===== src/rtl/uart_pkg.sv =====
package uart_pkg;

    // Register map
    localparam logic [1:0] addr_ctrl_stat = 2'd0;
    localparam logic [1:0] addr_data      = 2'd1;
    localparam logic [1:0] addr_scale_lo  = 2'd2;
    localparam logic [1:0] addr_scale_hi  = 2'd3;

    // Status word bit positions, bits 1:0 read as zero
    localparam int st_tbre = 7;
    localparam int st_rbrf = 6;
    localparam int st_fe   = 5;
    localparam int st_oe   = 4;
    localparam int st_pe   = 3;
    localparam int st_tc   = 2;

    localparam int ctl_tie = 7;
    localparam int ctl_rie = 6;
    localparam int ctl_odd = 5; // 0 even, 1 odd

    typedef enum logic [2:0]
    {
        rx_idle,
        rx_start,
        rx_data,
        rx_parity,
        rx_stop
    } rx_state_t;

    typedef enum logic [2:0]
    {
        tx_idle,
        tx_start,
        tx_data,
        tx_parity,
        tx_stop
    } tx_state_t;

endpackage

===== src/rtl/uart.sv =====
`timescale 1ns/1ps

module uart #(
    parameter int div_w = 16
) (
    input  logic       clk,
    input  logic       rst,
    input  logic       cyc,
    input  logic       stb,
    input  logic       we,
    input  logic [1:0] adr,
    input  logic [7:0] dat_w,
    output logic [7:0] dat_r,
    output logic       ack,
    input  logic       rxd,
    output logic       txd,
    output logic       irq,
    input  logic       iack
);

    import uart_pkg::*;

    logic       req;
    logic       ld_ctrl;
    logic       ld_data;
    logic       ld_scale_lo;
    logic       ld_scale_hi;
    logic       rd_stat;
    logic       rd_data;
    logic [7:0] ctrl;
    logic [7:0] stat;
    logic [7:0] rbr;
    logic       tbre, rbrf, fe, oe, pe, tc;
    logic       rx_tick, tx_tick;
    logic       set_tbre, set_tc, set_rbrf, set_fe, set_pe, set_oe;
    logic       parity_odd;
    logic       int_cond;

    assign req = cyc && stb && !ack;

    // Register strobes fire during the ack clock
    always_comb
    begin
        ld_ctrl     = 1'b0;
        ld_data     = 1'b0;
        ld_scale_lo = 1'b0;
        ld_scale_hi = 1'b0;
        rd_stat     = 1'b0;
        rd_data     = 1'b0;
        if (ack)
        begin
            case (adr)
                addr_ctrl_stat:
                begin
                    ld_ctrl = we;
                    rd_stat = !we;
                end
                addr_data:
                begin
                    ld_data = we;
                    rd_data = !we;
                end
                addr_scale_lo: ld_scale_lo = we;
                addr_scale_hi: ld_scale_hi = we;
                default: ;
            endcase
        end
    end

    always_comb
    begin
        stat          = 8'h00;
        stat[st_tbre] = tbre;
        stat[st_rbrf] = rbrf;
        stat[st_fe]   = fe;
        stat[st_oe]   = oe;
        stat[st_pe]   = pe;
        stat[st_tc]   = tc;
    end

    assign parity_odd = ctrl[ctl_odd];
    assign int_cond   = (ctrl[ctl_tie] && tbre) || (ctrl[ctl_rie] && rbrf);

    always_ff @(posedge clk or posedge rst)
    begin
        if (rst)
        begin
            ack   <= 1'b0;
            dat_r <= 8'h00;
            ctrl  <= 8'h00;
        end
        else
        begin
            ack <= req;
            if (req && !we)
            begin
                case (adr)
                    addr_ctrl_stat: dat_r <= stat;
                    addr_data:      dat_r <= rbr;
                    default:        dat_r <= 8'h00; // Divisor is write only
                endcase
            end
            if (ld_ctrl)
            begin
                ctrl <= dat_w;
            end
        end
    end

    // Sticky flags, a set pulse beats a clear in the same clock
    always_ff @(posedge clk or posedge rst)
    begin
        if (rst)
        begin
            tbre <= 1'b1;
            rbrf <= 1'b0;
            fe   <= 1'b0;
            oe   <= 1'b0;
            pe   <= 1'b0;
            tc   <= 1'b0;
        end
        else
        begin
            tbre <= set_tbre || (tbre && !ld_data);
            rbrf <= set_rbrf || (rbrf && !rd_data);
            fe   <= set_fe || (fe && !rd_stat);
            oe   <= set_oe || (oe && !rd_stat);
            pe   <= set_pe || (pe && !rd_stat);
            tc   <= set_tc || (tc && !rd_stat);
        end
    end

    always_ff @(posedge clk or posedge rst)
    begin
        if (rst)
        begin
            irq <= 1'b0;
        end
        else if (iack && irq)
        begin
            irq <= 1'b0;
        end
        else if (int_cond)
        begin
            irq <= 1'b1;
        end
    end

    uart_baud_gen #(
        .div_w(div_w)
    ) u_baud (
        .clk        (clk),
        .rst        (rst),
        .scale_lo_ld(ld_scale_lo),
        .scale_hi_ld(ld_scale_hi),
        .scale_val  (dat_w),
        .rx_tick    (rx_tick),
        .tx_tick    (tx_tick)
    );

    uart_rx u_rx (
        .clk     (clk),
        .rst     (rst),
        .rx_tick (rx_tick),
        .rxd     (rxd),
        .odd     (parity_odd),
        .rbrf    (rbrf),
        .rbr     (rbr),
        .set_rbrf(set_rbrf),
        .set_fe  (set_fe),
        .set_pe  (set_pe),
        .set_oe  (set_oe)
    );

    uart_tx u_tx (
        .clk     (clk),
        .rst     (rst),
        .tx_tick (tx_tick),
        .load    (ld_data),
        .din     (dat_w),
        .odd     (parity_odd),
        .txd     (txd),
        .set_tbre(set_tbre),
        .set_tc  (set_tc)
    );

endmodule


===== src/rtl/uart_tx.sv =====
`timescale 1ns/1ps

module uart_tx (
    input  logic       clk,
    input  logic       rst,
    input  logic       tx_tick,
    input  logic       load,
    input  logic [7:0] din,
    input  logic       odd,
    output logic       txd,
    output logic       set_tbre,
    output logic       set_tc
);

    import uart_pkg::*;

    tx_state_t  state;
    logic [7:0] hold;
    logic       hold_full;
    logic [7:0] shift;
    logic       par_bit;
    logic [2:0] bit_cnt;
    logic       xfer;

    // Holding register moves to the shifter at a bit boundary
    assign xfer = tx_tick && hold_full && (state == tx_idle || state == tx_stop);

    always_ff @(posedge clk or posedge rst)
    begin
        if (rst)
        begin
            hold      <= 8'h00;
            hold_full <= 1'b0;
        end
        else if (load)
        begin
            hold      <= din; // Overwrites a pending byte
            hold_full <= 1'b1;
        end
        else if (xfer)
        begin
            hold_full <= 1'b0;
        end
    end

    always_ff @(posedge clk or posedge rst)
    begin
        if (rst)
        begin
            state    <= tx_idle;
            shift    <= 8'h00;
            par_bit  <= 1'b0;
            bit_cnt  <= 3'd0;
            txd      <= 1'b1;
            set_tbre <= 1'b0;
            set_tc   <= 1'b0;
        end
        else
        begin
            set_tbre <= 1'b0;
            set_tc   <= 1'b0;
            if (xfer)
            begin
                shift    <= hold;
                par_bit  <= (^hold) ^ odd;
                txd      <= 1'b0; // Start bit
                state    <= tx_start;
                set_tbre <= !load; // A new byte just landed in hold
            end
            else if (tx_tick)
            begin
                case (state)
                    tx_idle: txd <= 1'b1;
                    tx_start:
                    begin
                        txd     <= shift[0];
                        shift   <= shift >> 1;
                        bit_cnt <= 3'd0;
                        state   <= tx_data;
                    end
                    tx_data:
                    begin
                        if (bit_cnt == 3'd7)
                        begin
                            txd   <= par_bit;
                            state <= tx_parity;
                        end
                        else
                        begin
                            txd     <= shift[0];
                            shift   <= shift >> 1;
                            bit_cnt <= bit_cnt + 3'd1;
                        end
                    end
                    tx_parity:
                    begin
                        txd   <= 1'b1; // Stop bit
                        state <= tx_stop;
                    end
                    tx_stop:
                    begin
                        set_tc <= 1'b1;
                        state  <= tx_idle;
                    end
                    default: state <= tx_idle;
                endcase
            end
        end
    end

endmodule


===== src/rtl/uart_rx.sv =====
`timescale 1ns/1ps

module uart_rx (
    input  logic       clk,
    input  logic       rst,
    input  logic       rx_tick,
    input  logic       rxd,
    input  logic       odd,
    input  logic       rbrf,
    output logic [7:0] rbr,
    output logic       set_rbrf,
    output logic       set_fe,
    output logic       set_pe,
    output logic       set_oe
);

    import uart_pkg::*;

    rx_state_t  state;
    logic       rxd_meta;
    logic       rxd_s;
    logic       rxd_prev;  // Line level at the previous tick
    logic [3:0] tick_cnt;
    logic [2:0] bit_cnt;
    logic [7:0] shift;
    logic       par_acc;
    logic       par_bad;

    always_ff @(posedge clk or posedge rst)
    begin
        if (rst)
        begin
            rxd_meta <= 1'b1;
            rxd_s    <= 1'b1;
        end
        else
        begin
            rxd_meta <= rxd;
            rxd_s    <= rxd_meta;
        end
    end

    always_ff @(posedge clk or posedge rst)
    begin
        if (rst)
        begin
            state    <= rx_idle;
            rxd_prev <= 1'b1;
            tick_cnt <= 4'd0;
            bit_cnt  <= 3'd0;
            shift    <= 8'h00;
            rbr      <= 8'h00;
            par_acc  <= 1'b0;
            par_bad  <= 1'b0;
            set_rbrf <= 1'b0;
            set_fe   <= 1'b0;
            set_pe   <= 1'b0;
            set_oe   <= 1'b0;
        end
        else
        begin
            set_rbrf <= 1'b0;
            set_fe   <= 1'b0;
            set_pe   <= 1'b0;
            set_oe   <= 1'b0;
            if (rx_tick)
            begin
                rxd_prev <= rxd_s;
                tick_cnt <= tick_cnt + 4'd1;
                case (state)
                    rx_idle:
                    begin
                        if (rxd_prev && !rxd_s) // Falling edge
                        begin
                            state    <= rx_start;
                            tick_cnt <= 4'd0;
                        end
                    end
                    rx_start:
                    begin
                        if (tick_cnt == 4'd7)
                        begin
                            if (rxd_s)
                            begin
                                state <= rx_idle; // Glitch, not a start bit
                            end
                            else
                            begin
                                state    <= rx_data;
                                tick_cnt <= 4'd0;
                                bit_cnt  <= 3'd0;
                                par_acc  <= 1'b0;
                            end
                        end
                    end
                    rx_data:
                    begin
                        if (tick_cnt == 4'd15)
                        begin
                            shift   <= {rxd_s, shift[7:1]}; // LSB first
                            par_acc <= par_acc ^ rxd_s;
                            bit_cnt <= bit_cnt + 3'd1;
                            if (bit_cnt == 3'd7)
                            begin
                                state <= rx_parity;
                            end
                        end
                    end
                    rx_parity:
                    begin
                        if (tick_cnt == 4'd15)
                        begin
                            par_bad <= ((par_acc ^ rxd_s) != odd);
                            state   <= rx_stop;
                        end
                    end
                    rx_stop:
                    begin
                        if (tick_cnt == 4'd15)
                        begin
                            if (rbrf)
                            begin
                                set_oe <= 1'b1; // Old byte kept
                            end
                            else
                            begin
                                set_rbrf <= 1'b1;
                                rbr      <= shift;
                            end
                            set_fe <= !rxd_s;
                            set_pe <= par_bad;
                            state  <= rx_idle;
                        end
                    end
                    default: state <= rx_idle;
                endcase
            end
        end
    end

endmodule


===== src/rtl/uart_baud_gen.sv =====
`timescale 1ns/1ps

module uart_baud_gen #(
    parameter int div_w = 16
) (
    input  logic       clk,
    input  logic       rst,
    input  logic       scale_lo_ld,
    input  logic       scale_hi_ld,
    input  logic [7:0] scale_val,
    output logic       rx_tick,
    output logic       tx_tick
);

    localparam int hi_w = div_w - 8;

    logic [div_w-1:0] divisor;
    logic [div_w-1:0] count;
    logic [3:0]       sub_count;

    always_ff @(posedge clk or posedge rst)
    begin
        if (rst)
        begin
            divisor <= '0;
        end
        else
        begin
            if (scale_lo_ld)
            begin
                divisor[7:0] <= scale_val;
            end
            if (scale_hi_ld)
            begin
                divisor[div_w-1:8] <= hi_w'(scale_val);
            end
        end
    end

    // Oversample tick every divisor+1 clocks, bit tick every 16th of those
    always_ff @(posedge clk or posedge rst)
    begin
        if (rst)
        begin
            count     <= '0;
            sub_count <= 4'd0;
            rx_tick   <= 1'b0;
            tx_tick   <= 1'b0;
        end
        else if (count == '0)
        begin
            count     <= divisor;
            sub_count <= sub_count + 4'd1;
            rx_tick   <= 1'b1;
            tx_tick   <= (sub_count == 4'hf);
        end
        else
        begin
            count   <= count - 1'b1;
            rx_tick <= 1'b0;
            tx_tick <= 1'b0;
        end
    end

endmodule


===== config.mk =====
export PLATFORM = sky130hd
export DESIGN_NAME = uart
export DESIGN_NICKNAME = d
export VERILOG_FILES = /design/src/rtl/uart_pkg.sv /design/src/rtl/uart.sv /design/src/rtl/uart_tx.sv /design/src/rtl/uart_rx.sv /design/src/rtl/uart_baud_gen.sv
export SDC_FILE = /design/constraint.sdc
export NUM_CORES = 1
export LEC_CHECK = 0
export ABC_CLOCK_PERIOD_IN_PS = 6700
export BUFFER_PORTS_ARGS = -buffer_cell sky130_fd_sc_hd__buf_2
export CORE_AREA = 2 2 127 129
export CTS_BUF_LIST = sky130_fd_sc_hd__clkbuf_8
export CTS_CLUSTER_DIAMETER = 120
export DETAILED_ROUTE_END_ITERATION = 10
export DIE_AREA = 0 0 129 131
export PLACE_DENSITY = 0.54
export SLEW_MARGIN = 20
export SYNTH_ARGS = -nofsm -noshare
export SYNTH_HDL_FRONTEND = slang
export SYNTH_SLANG_ARGS = --single-unit

===== constraint.sdc =====
create_clock -name clk -period 6.7 [get_ports clk]
set_input_delay 0 -clock clk [delete_from_list [all_inputs] [get_ports clk]]
set_output_delay 0 -clock clk [all_outputs]
set_load 0.05 [all_outputs]

==> results.txt <==
Die ar.: 0.01690 mm^2
DR WL/cell: 14.34 um
Remaining DRCs: 0
maximum VDD drop: 0.1304 mV
mux cell area share after synthesis: 0.1279
Port Buf Inserts: 27
worst hold slack: 55.61 ps
cell breakdown of the critical path: inv_1 -> ha_1 -> nor4b_1 -> and4_2 -> mux2_2
Ys Warns: 0
slew at the pin closest to its max-slew limit: 837.4 ps
CTS clock-pin slew for the worst setup and hold paths: 70 ps
antenna cells: 0
largest net degree at the start of global routing: 67
Synth top cells by count: 114 x dfrtp_1, 48 x mux2_2, 42 x nand2_1
crit-path max FO: 29
vias in the first global route: 3526
Place WS: 4463 ps
Final nets: 524
I/O pins: 28
Core Footprint: 0.01560 mm^2
Post-Synth XOR/XNOR Area: 0.04343
most common cell in the synthesized netlist: dfrtp_1
setup ws final: 4529 ps
initial drt markers: 214
Net Sw Frac: 0.2901
initial core utilization: 0.3436
Critical Path Source Type: flop
Synth area leader: dfrtp_1
Req. time, crit path: 7030 ps
Rows: 46
Routed WL: 10430 um
post-synth top area share: 0.5323
largest family of logic cells by synthesized area: simple AND/OR/NAND/NOR gates
combinational share of power: 0.178
vias per cell: 4.838
Rel. slew slack: 0.4417
Pleak: 2.921 nW
max incr delay on CP: 630 ps
DRT Pass-1 Iters: 4
Async SR Flop Fraction: 1.000
Synth Area in Simple Gates: 0.1434
sequential area share after synthesis: 0.5569
GRT overflow: 0
Fillers: 1481
period utilisation layout: 0.3241
CTS tree: done
Syn Inst Count: 458
Die X: 129 um
RSZ-0062 raised after global routing: no
Setup TNS: 0 ps
Area Overhead vs Synth: 16.69%
post-synthesis cell type count: 55
Net Count, Synth: 483
Fmax achieved: 460.5 MHz
H-Tree Depth: 4
Setup Skew: 10.85 ps
fin area: 0.006254 mm^2
Final Hold Fails: 0
final-report max-slew violation count: 0
root buffer cell: clkbuf_8
worst path bufs/invs: 1
Post-Syn Area: 0.005359 mm^2
DP HPWL: 6963 um
fin crit period: 2171 ps
Psw: 0.5750 mW
routability cong.: 0.8104
first-pass GRT wire length: 17640 um
Setup Fix Bufs, Post-CTS: 0
slowest stage cell, crit path: and4_2
Compound-Gate Fraction of Synth Area: 0.08382
Seq pwr share: 0.480
antenna violation net count after detailed routing: 0
total power: 1.982 mW
Bufs on Longest Clock Path: 2
Setup Viol. Count Final: 0
max-cap violation count: 0
Adder-Cell Fraction of Synth Area: 0.01868
critical path type: reg -> reg
routed vias: 3517
Cell Pwr Density: 316.9 mW/mm^2
initial antenna violation count: 0
dpl cell area: 0.005684 mm^2
layout cell share with drive strength beyond 1: 0.2387
delay-heaviest family, CP: simple AND/OR/NAND/NOR gates
run status: completed
Worst EP arrival: 2500 ps
cts bufs inserted: 17
clock group share of total power: 0.342
clk sinks: 119
die height: 131 um
internal power: 1.407 mW
syn avg cell area: 11.70 um^2
most used flip-flop cell after synthesis: dfrtp_1
Setup crit end kind: flop
worst skew pair latency: 450 ps
Yosys reg bits: 119
cells taking the most area after synthesis: dfrtp_1 53%, mux2_2 10%, nand2_1 2.9%, dfstp_2 2.5%, mux2i_1 2.4%
Hold Path Class: in -> reg
number of synthesized flops with an enable pin: 0
Total GRT Usage: 0.1353
[timing repair]
action | CTS | global route
hold endpoints to repair | 87 | 0
resized for setup | 0 | 0
hold buffers | 15 | 0
[worst reg2reg max path: stages, from the launching register on]
cell and delay, ps:
dfrtp_1 420, inv_1 120, ha_1 220, nor4b_1 280, and4_2 630, mux2_2 390
[worst paths after layout]
kind | start | end | slack (ps) | cells past startpoint
hold / removal | adr[0] | dat_r[2]$_DFFE_PP0P_ | 60 | 3
hold reg to reg | u_rx.rxd_meta$_DFF_PP1_ | u_rx.rxd_s$_DFF_PP1_ | 360 | 0
max in group asynchronous | rst | u_tx.state[0]$_DFFE_PP0P_ | 5200 | 4
setup / recovery | u_baud.count[0]$_DFF_PP0_ | u_baud.count[0]$_DFF_PP0_ | 4530 | 5
setup reg to reg | u_baud.count[0]$_DFF_PP0_ | u_baud.count[0]$_DFF_PP0_ | 4530 | 5
min in group asynchronous | rst | u_rx.tick_cnt[1]$_DFFE_PP0P_ | 210 | 3
[registers in the layout (all words and copies together) (netlist names), 3 cells and up]
name / cells
u_tx.bit_cnt: 3
u_tx.hold: 8
u_tx.state: 3
dat_r: 8
u_rx.bit_cnt: 3
u_baud.sub_count: 4
u_rx.rbr: 8
u_rx.state: 3
u_tx.shift: 8
u_rx.tick_cnt: 4
u_baud.count: 16
u_rx.shift: 8
u_baud.divisor: 16
ctrl: 3
[per-layer routing]
layer | track usage | share of wire | up-vias | wire length, um
met5 | 0 | 0 | - | 0
met4 | 0.06522 | 0.019 | 0 | 201
met3 | 0.03542 | 0.024 | 18 | 255
met2 | 0.2135 | 0.48 | 51 | 4979
met1 | 0.1743 | 0.48 | 1738 | 4991
li1 | - | - | 1710 | -
[cells in the final DEF (no fill, tap or decap), types with 2 or more instances in the layout]
| cell type | instances |
|---|---|
| dfrtp_1 | 114 |
| mux2_2 | 48 |
| nand2_1 | 42 |
| buf_2 | 27 |
| o21ai_0 | 26 |
| nor2_1 | 25 |
| clkbuf_8 | 21 |
| dlygate4sd3_1 | 15 |
| mux2i_1 | 13 |
| inv_1 | 13 |
| xor2_1 | 12 |
| xnor2_1 | 12 |
| a21oi_1 | 11 |
| o31ai_1 | 10 |
| nand3_1 | 9 |
| a21o_1 | 8 |
| ha_1 | 8 |
| nor3_1 | 7 |
| nand2b_1 | 6 |
| nor2b_1 | 5 |
| nand4_1 | 5 |
| nand3b_1 | 5 |
| clkinv_2 | 5 |
| dfstp_2 | 5 |
| nor4_1 | 4 |
| and3_1 | 4 |
| nor3b_1 | 3 |
| nand4b_1 | 3 |
| and2_1 | 3 |
| o41ai_1 | 3 |
| and4_1 | 3 |
| bufinv_16 | 3 |
| nor4_4 | 2 |
| nor4b_1 | 2 |
| and3b_1 | 2 |
| a22o_1 | 2 |
| or4_1 | 2 |
| o22ai_1 | 2 |
[final cells by class]
class,instances,area [um^2],area share
timing repair buffer,43,292.8,0.04682
clock inverter,10,126.4,0.02021
multi-input combinational,305,2240,0.3581
clock buffer,21,289.0,0.04622
tap,216,270.3,0.04322
inverter,13,51.30,0.008203
sequential,119,2984,0.4772
[per-stage QoR]
step           std cells  utilization
6_report             727       0.4009
5_1_grt              727       0.4009
4_1_cts              727       0.4007
3_5_place_dp         681       0.3644
3_3_place_gp         681       0.3644
2_1_floorplan        458            -
[kinds of logic (layout without fill, tap and decap cells)]
| kind of cell | Yosys count | count (layout) |
|---|---|---|
| AOI/OAI and AO/OA | 71 | 71 |
| xor gates and xnor gates | 25 | 25 |
| adders and majority gates | 8 | 8 |
| buffers and inverters | 34 | 87 |
| DFF | 119 | 119 |
| muxes | 62 | 62 |
| and+or+nand+nor | 139 | 139 |
[power by group through the flow]
stage	logic [mW]	clock network (mW)	registers (mW)
finish	0.354	0.677	0.951
global route	0.396	0.732	0.967
CTS	0.358	0.700	0.950
detailed placement	0.348	0	0.962
global placement	0.339	0	0.958
floorplan	0.273	0	0.942
(Power assumes the default switching activity.)
